## config.mk

```make
export PLATFORM = sky130hd
export DESIGN_NAME = usb_fs_receiver
export DESIGN_NICKNAME = d
export VERILOG_FILES = /design/src/usb_rx_pkg.sv /design/src/usb_fs_receiver.sv /design/src/usb_rx_packet_decoder.sv /design/src/usb_rx_crc_check.sv /design/src/usb_rx_bit_decoder.sv /design/src/usb_rx_framer.sv /design/src/usb_rx_line_recovery.sv
export SDC_FILE = /design/constraint.sdc
export NUM_CORES = 1
export LEC_CHECK = 0
export CORE_UTILIZATION = 60
export CTS_BUF_LIST = sky130_fd_sc_hd__clkbuf_16
export DETAILED_ROUTE_END_ITERATION = 10
export DONT_BUFFER_PORTS = 1
export MAX_ROUTING_LAYER = met4
export PLACE_DENSITY = 0.75
export SLEW_MARGIN = 5
export SYNTH_ARGS = -nofsm -noshare
export SYNTH_HDL_FRONTEND = slang
export SYNTH_SLANG_ARGS = --single-unit
```

## constraint.sdc

```tcl
create_clock -name clk_i -period 1.9 [get_ports clk_i]
set_clock_uncertainty 0.05 [all_clocks]
set_input_delay 0.095 -clock clk_i [delete_from_list [all_inputs] [get_ports clk_i]]
set_output_delay 0.095 -clock clk_i [all_outputs]
set_load 0.1 [all_outputs]
```

## src/usb_rx_pkg.sv

```systemverilog
/*
 * USB full-speed receiver package
 * line states, PID codes, packet classes and CRC constants shared by the stages
 */
package usb_rx_pkg;

  // sampled line state, the low two bits are the D+/D- levels
  typedef enum logic [2:0] {
    SE0 = 3'b000,
    DK  = 3'b001,
    DJ  = 3'b010,
    DT  = 3'b100
  } line_state_e;

  // PID values as they appear in the low nibble of the PID byte
  typedef enum logic [3:0] {
    PID_OUT   = 4'b0001,
    PID_IN    = 4'b1001,
    PID_SOF   = 4'b0101,
    PID_SETUP = 4'b1101,
    PID_DATA0 = 4'b0011,
    PID_DATA1 = 4'b1011,
    PID_ACK   = 4'b0010,
    PID_NAK   = 4'b1010,
    PID_STALL = 4'b1110
  } usb_pid_e;

  // packet class, taken from PID bits [1:0]
  typedef enum logic [1:0] {
    KIND_TOKEN     = 2'b01,
    KIND_HANDSHAKE = 2'b10,
    KIND_DATA      = 2'b11
  } pid_kind_e;

  typedef logic [4:0]  crc5_t;
  typedef logic [15:0] crc16_t;

  localparam crc5_t  CRC5_POLY      = 5'b00101;
  localparam crc5_t  CRC5_RESIDUE   = 5'b01100;
  localparam crc16_t CRC16_POLY     = 16'h8005;
  localparam crc16_t CRC16_RESIDUE  = 16'h800D;

  // two bits per symbol, the tail of sync is K J K J K K
  localparam logic [11:0] SYNC_HISTORY = 12'b01_10_01_10_01_01;

  // a zero is stuffed after this many ones
  localparam int unsigned STUFF_RUN = 6;

endpackage
```

## src/usb_fs_receiver.sv

```systemverilog
/*
 * USB full-speed packet receiver
 * line recovery, framing, bit decode, CRC checks and packet decode
 */
`timescale 1ns/1ps

module usb_fs_receiver
  import usb_rx_pkg::*;
(
  input  logic        clk_i,
  input  logic        rst_ni,
  input  logic        usb_dp_i,
  input  logic        usb_dn_i,
  output logic        bit_strobe_o,
  output logic        pkt_start_o,
  output logic        pkt_end_o,
  output usb_pid_e    pid_o,
  output logic [6:0]  addr_o,
  output logic [3:0]  endp_o,
  output logic [10:0] frame_num_o,
  output logic        rx_data_put_o,
  output logic [7:0]  rx_data_o,
  output logic        valid_pid_o,
  output logic        valid_packet_o,
  output logic        crc5_error_o,
  output logic        crc16_error_o,
  output logic        pid_error_o,
  output logic        bitstuff_error_o
);

  line_state_e line_state;
  logic        sample_valid;
  logic [3:0]  sym_history;
  logic        packet_valid, packet_start;
  logic        din, dvalid, bitstuff_err;
  logic        payload_valid, crc5_ok, crc16_ok;

  usb_rx_line_recovery i_line_recovery (
    .clk_i          (clk_i),
    .rst_ni         (rst_ni),
    .usb_dp_i       (usb_dp_i),
    .usb_dn_i       (usb_dn_i),
    .line_state_o   (line_state),
    .sample_valid_o (sample_valid),
    .bit_strobe_o   (bit_strobe_o)
  );

  // pkt_end_o is the framer's end pulse and also feeds the later stages
  usb_rx_framer i_framer (
    .clk_i          (clk_i),
    .rst_ni         (rst_ni),
    .line_state_i   (line_state),
    .sample_valid_i (sample_valid),
    .bitstuff_err_i (bitstuff_err),
    .sym_history_o  (sym_history),
    .packet_valid_o (packet_valid),
    .packet_start_o (packet_start),
    .packet_end_o   (pkt_end_o),
    .sop_o          (pkt_start_o)
  );

  usb_rx_bit_decoder i_bit_decoder (
    .clk_i          (clk_i),
    .rst_ni         (rst_ni),
    .sym_history_i  (sym_history),
    .sample_valid_i (sample_valid),
    .packet_valid_i (packet_valid),
    .packet_start_i (packet_start),
    .packet_end_i   (pkt_end_o),
    .din_o          (din),
    .dvalid_o       (dvalid),
    .bitstuff_err_o (bitstuff_err)
  );

  // both checkers see every payload bit, the decoder picks by packet class
  usb_rx_crc_check #(
    .crc_t   (crc5_t),
    .POLY    (CRC5_POLY),
    .RESIDUE (CRC5_RESIDUE)
  ) i_crc5 (
    .clk_i       (clk_i),
    .rst_ni      (rst_ni),
    .clear_i     (packet_start),
    .bit_i       (din),
    .bit_valid_i (payload_valid),
    .crc_ok_o    (crc5_ok)
  );

  usb_rx_crc_check #(
    .crc_t   (crc16_t),
    .POLY    (CRC16_POLY),
    .RESIDUE (CRC16_RESIDUE)
  ) i_crc16 (
    .clk_i       (clk_i),
    .rst_ni      (rst_ni),
    .clear_i     (packet_start),
    .bit_i       (din),
    .bit_valid_i (payload_valid),
    .crc_ok_o    (crc16_ok)
  );

  usb_rx_packet_decoder i_packet_decoder (
    .clk_i            (clk_i),
    .rst_ni           (rst_ni),
    .din_i            (din),
    .dvalid_i         (dvalid),
    .packet_start_i   (packet_start),
    .packet_end_i     (pkt_end_o),
    .bitstuff_err_i   (bitstuff_err),
    .crc5_ok_i        (crc5_ok),
    .crc16_ok_i       (crc16_ok),
    .payload_valid_o  (payload_valid),
    .pid_o            (pid_o),
    .addr_o           (addr_o),
    .endp_o           (endp_o),
    .frame_num_o      (frame_num_o),
    .rx_data_put_o    (rx_data_put_o),
    .rx_data_o        (rx_data_o),
    .valid_pid_o      (valid_pid_o),
    .valid_packet_o   (valid_packet_o),
    .crc5_error_o     (crc5_error_o),
    .crc16_error_o    (crc16_error_o),
    .pid_error_o      (pid_error_o),
    .bitstuff_error_o (bitstuff_error_o)
  );

endmodule

```

## src/usb_rx_packet_decoder.sv

```systemverilog
/*
 * USB receive packet decoder
 * checks PID and length, extracts token fields and data bytes, forms error pulses
 */
`timescale 1ns/1ps

module usb_rx_packet_decoder
  import usb_rx_pkg::*;
(
  input  logic        clk_i,
  input  logic        rst_ni,
  input  logic        din_i,
  input  logic        dvalid_i,
  input  logic        packet_start_i,
  input  logic        packet_end_i,
  input  logic        bitstuff_err_i,
  input  logic        crc5_ok_i,
  input  logic        crc16_ok_i,
  output logic        payload_valid_o,
  output usb_pid_e    pid_o,
  output logic [6:0]  addr_o,
  output logic [3:0]  endp_o,
  output logic [10:0] frame_num_o,
  output logic        rx_data_put_o,
  output logic [7:0]  rx_data_o,
  output logic        valid_pid_o,
  output logic        valid_packet_o,
  output logic        crc5_error_o,
  output logic        crc16_error_o,
  output logic        pid_error_o,
  output logic        bitstuff_error_o
);

  logic [8:0]  full_pid_q;
  logic [11:0] token_q;
  logic [8:0]  rx_buf_q;
  logic [3:0]  len_q;
  logic        len16_q;
  logic        pid_complete, pid_ok, token_done;
  logic        is_token, is_data, is_handshake;
  logic        token_len_ok, data_len_ok, handshake_len_ok;
  pid_kind_e   kind;

  //////////////////////////////////////////////////
  // PID capture
  //////////////////////////////////////////////////

  // the sentinel one falls out at bit 0 once all eight PID bits are in
  assign pid_complete    = full_pid_q[0];
  assign pid_ok          = (full_pid_q[4:1] == ~full_pid_q[8:5]);
  assign payload_valid_o = dvalid_i & pid_complete;
  assign pid_o           = usb_pid_e'(full_pid_q[4:1]);
  assign kind            = pid_kind_e'(full_pid_q[2:1]);
  assign is_token        = (kind == KIND_TOKEN);
  assign is_data         = (kind == KIND_DATA);
  assign is_handshake    = (kind == KIND_HANDSHAKE);

  always_ff @(posedge clk_i or negedge rst_ni) begin
    if (!rst_ni) begin
      full_pid_q <= '0;
    end else if (packet_start_i) begin
      full_pid_q <= 9'h100;
    end else if (dvalid_i && !pid_complete) begin
      full_pid_q <= {din_i, full_pid_q[8:1]};
    end
  end

  //////////////////////////////////////////////////
  // payload length
  //////////////////////////////////////////////////

  // len16 sticks once 16 bits have passed, len counts modulo 16
  always_ff @(posedge clk_i or negedge rst_ni) begin
    if (!rst_ni) begin
      len16_q <= 1'b0;
      len_q   <= 4'd0;
    end else if (packet_start_i) begin
      len16_q <= 1'b0;
      len_q   <= 4'd0;
    end else if (payload_valid_o) begin
      len16_q <= len16_q | (&len_q);
      len_q   <= len_q + 4'd1;
    end
  end

  assign token_len_ok     = len16_q & ~|len_q;
  // data must be byte aligned and hold at least the CRC16
  assign data_len_ok      = len16_q & ~|len_q[2:0];
  assign handshake_len_ok = ~|{len16_q, len_q};

  //////////////////////////////////////////////////
  // token fields and data bytes
  //////////////////////////////////////////////////

  assign token_done = token_q[0];

  always_ff @(posedge clk_i or negedge rst_ni) begin
    if (!rst_ni) begin
      token_q     <= '0;
      addr_o      <= '0;
      endp_o      <= '0;
      frame_num_o <= '0;
    end else begin
      if (packet_start_i) begin
        token_q <= 12'h800;
      end else if (payload_valid_o && is_token && !token_done) begin
        token_q <= {din_i, token_q[11:1]};
      end
      // frame number of a SOF overlaps address and endpoint of other tokens
      if (token_done && is_token) begin
        addr_o      <= token_q[7:1];
        endp_o      <= token_q[11:8];
        frame_num_o <= token_q[11:1];
      end
    end
  end

  // byte buffer with sentinel, the full flag is the one-cycle put strobe
  always_ff @(posedge clk_i or negedge rst_ni) begin
    if (!rst_ni) begin
      rx_buf_q <= '0;
    end else if (payload_valid_o && is_data) begin
      rx_buf_q <= {din_i, rx_buf_q[8:1]};
    end else if (packet_start_i || rx_buf_q[0]) begin
      rx_buf_q <= 9'h100;
    end
  end

  assign rx_data_put_o = rx_buf_q[0];
  assign rx_data_o     = rx_buf_q[8:1];

  //////////////////////////////////////////////////
  // status and errors
  //////////////////////////////////////////////////

  assign valid_pid_o    = pid_ok;
  assign valid_packet_o = pid_ok & ~bitstuff_err_i &
                          ((is_handshake & handshake_len_ok) |
                           (is_data & data_len_ok & crc16_ok_i) |
                           (is_token & token_len_ok & crc5_ok_i));

  // error pulses only exist in the end of packet cycle
  assign crc5_error_o     = packet_end_i & is_token & ~crc5_ok_i;
  assign crc16_error_o    = packet_end_i & is_data & ~crc16_ok_i;
  assign pid_error_o      = packet_end_i & ~pid_ok;
  assign bitstuff_error_o = packet_end_i & bitstuff_err_i;

endmodule

```

## src/usb_rx_crc_check.sv

```systemverilog
/*
 * USB serial CRC checker
 * shifts the received bits through an LFSR and flags the good residue
 */
`timescale 1ns/1ps

module usb_rx_crc_check #(
  parameter type  crc_t   = logic [4:0],
  parameter crc_t POLY    = '0,
  parameter crc_t RESIDUE = '0
) (
  input  logic clk_i,
  input  logic rst_ni,
  input  logic clear_i,
  input  logic bit_i,
  input  logic bit_valid_i,
  output logic crc_ok_o
);

  localparam int unsigned Width = $bits(crc_t);

  crc_t crc_q;
  logic feedback;

  // bits arrive least significant first, the msb of the register closes the loop
  assign feedback = bit_i ^ crc_q[Width-1];

  // preset to all ones for each packet as the USB CRCs require
  always_ff @(posedge clk_i or negedge rst_ni) begin
    if (!rst_ni) begin
      crc_q <= '1;
    end else if (clear_i) begin
      crc_q <= '1;
    end else if (bit_valid_i) begin
      crc_q <= {crc_q[Width-2:0], 1'b0} ^ (feedback ? POLY : crc_t'('0));
    end
  end

  // with the inverted CRC shifted in, a clean packet leaves the fixed residue
  assign crc_ok_o = (crc_q == RESIDUE);

endmodule

```

## src/usb_rx_bit_decoder.sv

```systemverilog
/*
 * USB receive bit decoder
 * NRZI decode, stuffed zero removal and bit stuffing error detection
 */
`timescale 1ns/1ps

module usb_rx_bit_decoder
  import usb_rx_pkg::*;
(
  input  logic       clk_i,
  input  logic       rst_ni,
  input  logic [3:0] sym_history_i,
  input  logic       sample_valid_i,
  input  logic       packet_valid_i,
  input  logic       packet_start_i,
  input  logic       packet_end_i,
  output logic       din_o,
  output logic       dvalid_o,
  output logic       bitstuff_err_o
);

  logic       prev_is_kj, curr_is_kj;
  logic       din_raw, dvalid_raw, stuff_bit;
  logic [6:0] ones_q;

  // only K and J carry data, SE0 or DT in the pair is not a bit
  assign prev_is_kj = sym_history_i[3] ^ sym_history_i[2];
  assign curr_is_kj = sym_history_i[1] ^ sym_history_i[0];

  // NRZI: no change is a one, a change is a zero
  assign din_raw    = (sym_history_i[3:2] == sym_history_i[1:0]);
  assign dvalid_raw = packet_valid_i & sample_valid_i & ~packet_end_i &
                      prev_is_kj & curr_is_kj;

  // the bit after a full run of ones is the stuffed zero
  assign stuff_bit = &ones_q[STUFF_RUN-1:0];

  // the history also takes the stuffed bit, so a proper zero breaks the run
  always_ff @(posedge clk_i or negedge rst_ni) begin
    if (!rst_ni) begin
      ones_q <= '0;
    end else if (packet_end_i) begin
      ones_q <= '0;
    end else if (dvalid_raw) begin
      ones_q <= {ones_q[5:0], din_raw};
    end
  end

  // seven ones in a row are illegal, the flag holds until the next PID
  always_ff @(posedge clk_i or negedge rst_ni) begin
    if (!rst_ni) begin
      bitstuff_err_o <= 1'b0;
    end else if (packet_start_i) begin
      bitstuff_err_o <= 1'b0;
    end else if (&ones_q) begin
      bitstuff_err_o <= 1'b1;
    end
  end

  always_ff @(posedge clk_i or negedge rst_ni) begin
    if (!rst_ni) begin
      dvalid_o <= 1'b0;
    end else begin
      dvalid_o <= dvalid_raw & ~stuff_bit;
    end
  end

  always_ff @(posedge clk_i) begin
    din_o <= din_raw;
  end

endmodule

```

## src/usb_rx_framer.sv

```systemverilog
/*
 * USB receive framer
 * keeps the sampled symbol history, finds sync and end of packet
 */
`timescale 1ns/1ps

module usb_rx_framer
  import usb_rx_pkg::*;
(
  input  logic        clk_i,
  input  logic        rst_ni,
  input  line_state_e line_state_i,
  input  logic        sample_valid_i,
  input  logic        bitstuff_err_i,
  output logic [3:0]  sym_history_o,
  output logic        packet_valid_o,
  output logic        packet_start_o,
  output logic        packet_end_o,
  output logic        sop_o
);

  logic [11:0] history_q;
  logic        packet_valid_q, packet_valid_d;
  logic        in_packet_q;
  logic        se0_eop, see_eop;

  // six sampled symbols, two bits each, newest in the low bits
  always_ff @(posedge clk_i or negedge rst_ni) begin
    if (!rst_ni) begin
      // the line is taken as idle J after reset
      history_q <= 12'hAAA;
    end else if (sample_valid_i) begin
      history_q <= {history_q[9:0], line_state_i[1:0]};
    end
  end

  // two SE0 samples in a row end the packet on the line
  assign se0_eop = (history_q[3:0] == 4'b0000);
  // a bit stuffing error cuts the packet short
  assign see_eop = se0_eop | bitstuff_err_i;

  // J followed by K outside a packet is the first edge of sync
  assign sop_o = (history_q[3:0] == 4'b1001) & ~in_packet_q;

  // in_packet only follows the line, so a bit stuffing error cannot restart sop
  always_ff @(posedge clk_i or negedge rst_ni) begin
    if (!rst_ni) begin
      in_packet_q <= 1'b0;
    end else if (se0_eop) begin
      in_packet_q <= 1'b0;
    end else if (sop_o) begin
      in_packet_q <= 1'b1;
    end
  end

  // packet_valid only moves at the sample point and holds in between
  always_comb begin
    packet_valid_d = packet_valid_q;
    if (sample_valid_i) begin
      if (!packet_valid_q && (history_q == SYNC_HISTORY)) begin
        packet_valid_d = 1'b1;
      end else if (packet_valid_q && see_eop) begin
        packet_valid_d = 1'b0;
      end
    end
  end

  always_ff @(posedge clk_i or negedge rst_ni) begin
    if (!rst_ni) begin
      packet_valid_q <= 1'b0;
    end else begin
      packet_valid_q <= packet_valid_d;
    end
  end

  // start pulses as the PID begins, not at the start of sync
  assign packet_start_o = packet_valid_d & ~packet_valid_q;
  assign packet_end_o   = ~packet_valid_d & packet_valid_q;
  assign packet_valid_o = packet_valid_q;
  assign sym_history_o  = history_q[3:0];

endmodule

```

## src/usb_rx_line_recovery.sv

```systemverilog
/*
 * USB receive line recovery
 * settles the D+/D- pair into line states and recovers the bit phase
 */
`timescale 1ns/1ps

module usb_rx_line_recovery
  import usb_rx_pkg::*;
(
  input  logic        clk_i,
  input  logic        rst_ni,
  input  logic        usb_dp_i,
  input  logic        usb_dn_i,
  output line_state_e line_state_o,
  output logic        sample_valid_o,
  output logic        bit_strobe_o
);

  logic [1:0]  dpair;
  line_state_e state_q, state_d;
  logic [1:0]  phase_q;

  assign dpair = {usb_dp_i, usb_dn_i};

  //////////////////////////////////////////////////
  // line state tracking
  //////////////////////////////////////////////////

  // any change on the pair parks the state in DT for one clock
  // the pair is only taken on the clock after, so D+/D- skew is absorbed
  always_comb begin
    state_d = state_q;
    if (state_q == DT) begin
      state_d = line_state_e'({1'b0, dpair});
    end else if (dpair != state_q[1:0]) begin
      state_d = DT;
    end
  end

  always_ff @(posedge clk_i or negedge rst_ni) begin
    if (!rst_ni) begin
      state_q <= SE0;
    end else begin
      state_q <= state_d;
    end
  end

  assign line_state_o = state_q;

  //////////////////////////////////////////////////
  // bit clock recovery
  //////////////////////////////////////////////////

  // each transition realigns the phase, so the sample lands mid bit
  always_ff @(posedge clk_i or negedge rst_ni) begin
    if (!rst_ni) begin
      phase_q <= 2'd0;
    end else if (state_q == DT) begin
      phase_q <= 2'd0;
    end else begin
      phase_q <= phase_q + 2'd1;
    end
  end

  // phase 1 is the middle of the bit, phase 2 marks the bit for the transmit side
  assign sample_valid_o = (phase_q == 2'd1);
  assign bit_strobe_o   = (phase_q == 2'd2);

endmodule

```

==> flow_summary.json <==
{
  "run_status": "complete, but fails checks",
  "failed_checks": "hold timing, setup timing",
  "utilization": 0.771,
  "nFillCells": 469,
  "synth_cells": 441,
  "crit_path_cell_trace": "inv_4 > ha_4 > a21o_1 > and3_4 > buf_6 > and2b_4",
  "synth_ff_type": "dfrtp_1",
  "routed-via-count": 3228,
  "postRouteAntennaNets": 0,
  "critical_path_rt_ns": 1.75,
  "cp_data_arrival_time_ns": 1.87,
  "period_needed_ns": 2.02,
  "rr_endpoint": "i_bit_decoder.ones_q[5]",
  "die_x_um": 87.5,
  "p_leak_nw": 2.45,
  "placementRows": 30,
  "antenna-diode-count": 0,
  "totalPowerFinal_w": 0.00506,
  "clock_latency_ns": 0.34,
  "met1Wirelength_um": 3870,
  "ios": 48,
  "finalSetupViolCount": 5,
  "whs_ns": -0.609,
  "regToRegStartpoint": "i_framer.history_q[1]",
  "async_reset_ff_frac": 0.990,
  "floorplan.core_area_um2": 6910,
  "place_hpwl_um": 5450,
  "postSynthRegisterBits": 96,
  "die_area_um2": 7650,
  "first_global_vias": 3187,
  "grt_first_pass_wirelength_um": 15200,
  "grt_start_max_net_pins": 96,
  "worstSetupEndpointType": "output port",
  "nets": 492,
  "initial_utilization": 0.635,
  "max-vdd-ir-drop_uv": 788,
  "cp_slowest_cell": "dfstp_2",
  "worst_max_slew_margin_expressed_relative_to_the_limit": 0.623,
  "synth_enable_flop_cells": 0,
  "area_growth_pct": 21.6,
  "cts_tree": "done",
  "first_pass_iters": 4,
  "synthesis.area_per_instance_um2": 9.94,
  "cap_viol_max_count": 0,
  "finalMaxSlewViolations": 0,
  "drive_gt1_frac": 0.329,
  "initialDrtViolationCount": 182,
  "commonest_non_fill_non_tap_cell_in_the_layout": "nand2_1",
  "globalplace.congestion": 0.933,
  "final_routed_wirelength_across_all_metal_layers_um": 9020,
  "powerDensity_nw_per_um2": 950,
  "timing.final.crit_share": 1.06,
  "cp_slowest_stage_delay_ns": 0.55,
  "timing.critical_path.buf_inv": 2,
  "avgRoutedWirePerCell_um": 15.6,
  "part_of_the_yosys_area_used_for_sequential_elements": 0.555,
  "reg2reg_depth": 8,
  "synthesis.nets": 454,
  "setup-tns-final_ns": -0.379,
  "worst-setup-path-type": "flip-flop to output port",
  "cts.sinks": 96,
  "clock_root_buffer": "clkbuf_16",
  "finalHoldViolations": 95,
  "topRoutingLayerUsed": "met4",
  "post_synthesis_instance_area_um2": 4380,
  "setup_slack_after_layout_ns": -0.116,
  "critPathTopFamily": "flip-flops",
  "drcViolationCount": 0,
  "detailroute.wirelength.met3_um": 324,
  "setup_repair_after_global_routing_missed_its_margin": "true",
  "grt.overflow.total": 0,
  "wl_met2_um": 4660,
  "setup_slack_reg_to_reg_ns": 0.11,
  "critical_path.max_fanout": 4,
  "ctsHoldBuffers": 3,
  "maxClockFrequency_mhz": 496,
  "clk_transition_reported_paths_ns": 0.07,
  "critical_path.startpoint_type": "flip-flop",
  "worstMarginPinSlew_ns": 0.565,
  "vias_per_cell": 5.57,
  "placement.io_buffers": 0,
  "hold_path_class": "input port to asynchronous set/reset pin",
  "cts_buffers": 9,
  "synth-warning-count": 0,
  "clk_path_buf_depth": 2,
  "synth_cell_type_count": 42,
  "grt_antenna_before_repair": 0,
  "die_height_um": 87.5,
  "layout_common_cells": "nand2_1 (117), dfrtp_1 (57), buf_4 (52)",
  "grt_use_total": 0.269,
  "ctsHtreeMaxLevel": 3
}
-- per-stage QoR --
stage | area [um^2] | setup slack, ns | cells
4_1_cts | 5270 | -0.103 | 579
3_5_place_dp | 4760 | 0.0993 | 545
5_1_grt | 5330 | -0.171 | 580
3_3_place_gp | 4760 | 0.129 | 545
2_1_floorplan | 4440 | -0.634 | 441
6_report | 5330 | -0.116 | 580
-- worst max-delay path by stage --
stage,from,to,cells after the start
after floorplan,i_packet_decoder.full_pid_q[1],valid_packet_o,4
after detailed placement,i_framer.history_q[3],pid_error_o,6
final,i_framer.history_q[1],pid_error_o,6
after global placement,i_framer.history_q[1],pid_error_o,6
after CTS,i_framer.history_q[3],pid_error_o,6
after global routing,i_packet_decoder.len_q[0],valid_packet_o,6
-- power by group --
part           internal [W]  switching, W
clock               0.00103      0.000733
sequential          0.00223      0.000167
combinational      0.000451      0.000455
total               0.00371       0.00136
-- repair_timing --
item / 4_1_cts / 5_1_grt
setup buffers: 15 / 1
gates resized for setup: 16 / 12
cloned: 0 / 0
setup endpoints to repair: 6 / 19
hold endpoints to repair: 98 / 95
pin swaps: 9 / 2
-- area by class of cell --
type                       count  area [um^2]  area share
clock inverter                 5         21.3     0.00399
sequential                    96         2440       0.459
tap                           96          120      0.0225
clock buffer                  11          275      0.0517
inverter                       8         35.0     0.00658
timing repair buffer          64          574       0.108
multi-input combinational    300         1860       0.349
-- synth_stat cells (2+ instances only) --
cell / instances / area [um^2]
buf_2: 10 / 50.1
and3_1: 3 / 18.8
xnor2_1: 10 / 87.6
ha_1: 9 / 113
o211ai_1: 2 / 15.0
dfstp_2: 27 / 709
nor2b_1: 4 / 25.0
dfrtp_1: 68 / 1700
a31oi_1: 3 / 18.8
xor2_1: 6 / 52.6
nor4_1: 4 / 25.0
mux2_2: 19 / 214
o21ai_0: 12 / 60.1
nand4_1: 4 / 25.0
inv_1: 8 / 30.0
and4_1: 2 / 17.5
nand2b_1: 5 / 31.3
nor2_1: 21 / 78.8
clkbuf_1: 7 / 26.3
buf_4: 19 / 143
nand3_1: 21 / 105
and2_1: 2 / 12.5
nor3_1: 6 / 30.0
nor4b_1: 2 / 17.5
a21oi_1: 32 / 160
nand2_1: 119 / 447
-- per-layer routing --
| layer | GRT usage | vias up |
|---|---|---|
| met4 | 0.0894 | 0 |
| li1 | - | 1531 |
| met2 | 0.440 | 75 |
| met1 | 0.335 | 1608 |
| met3 | 0.0588 | 14 |
| met5 | - | - |
-- sequential cells by signal, indices dropped and copies added, names as in the netlist, 2 cells and up --
| register | cells |
|---|---|
| i_crc16.crc_q | 16 |
| i_framer.history_q | 12 |
| i_packet_decoder.token_q | 12 |
| i_packet_decoder.frame_num_o | 10 |
| i_packet_decoder.full_pid_q | 9 |
| i_packet_decoder.rx_buf_q | 9 |
| i_bit_decoder.ones_q | 7 |
| i_crc5.crc_q | 5 |
| i_packet_decoder.len_q | 4 |
| i_line_recovery.line_state_o | 3 |
| i_line_recovery.phase_q | 2 |
-- kinds of logic (layout without fill, tap and decap cells) --
family / after synthesis / after routing / share of synthesized area
simple gates: 203 / 203 / 0.216
flops: 96 / 96 / 0.555
compound gates: 53 / 53 / 0.0657
buf+inv: 45 / 88 / 0.0577
mux: 19 / 19 / 0.0488
xor+xnor: 16 / 16 / 0.0320
fa+ha+maj: 9 / 9 / 0.0257
No activity file was read; power rests on OpenSTA's default activity.
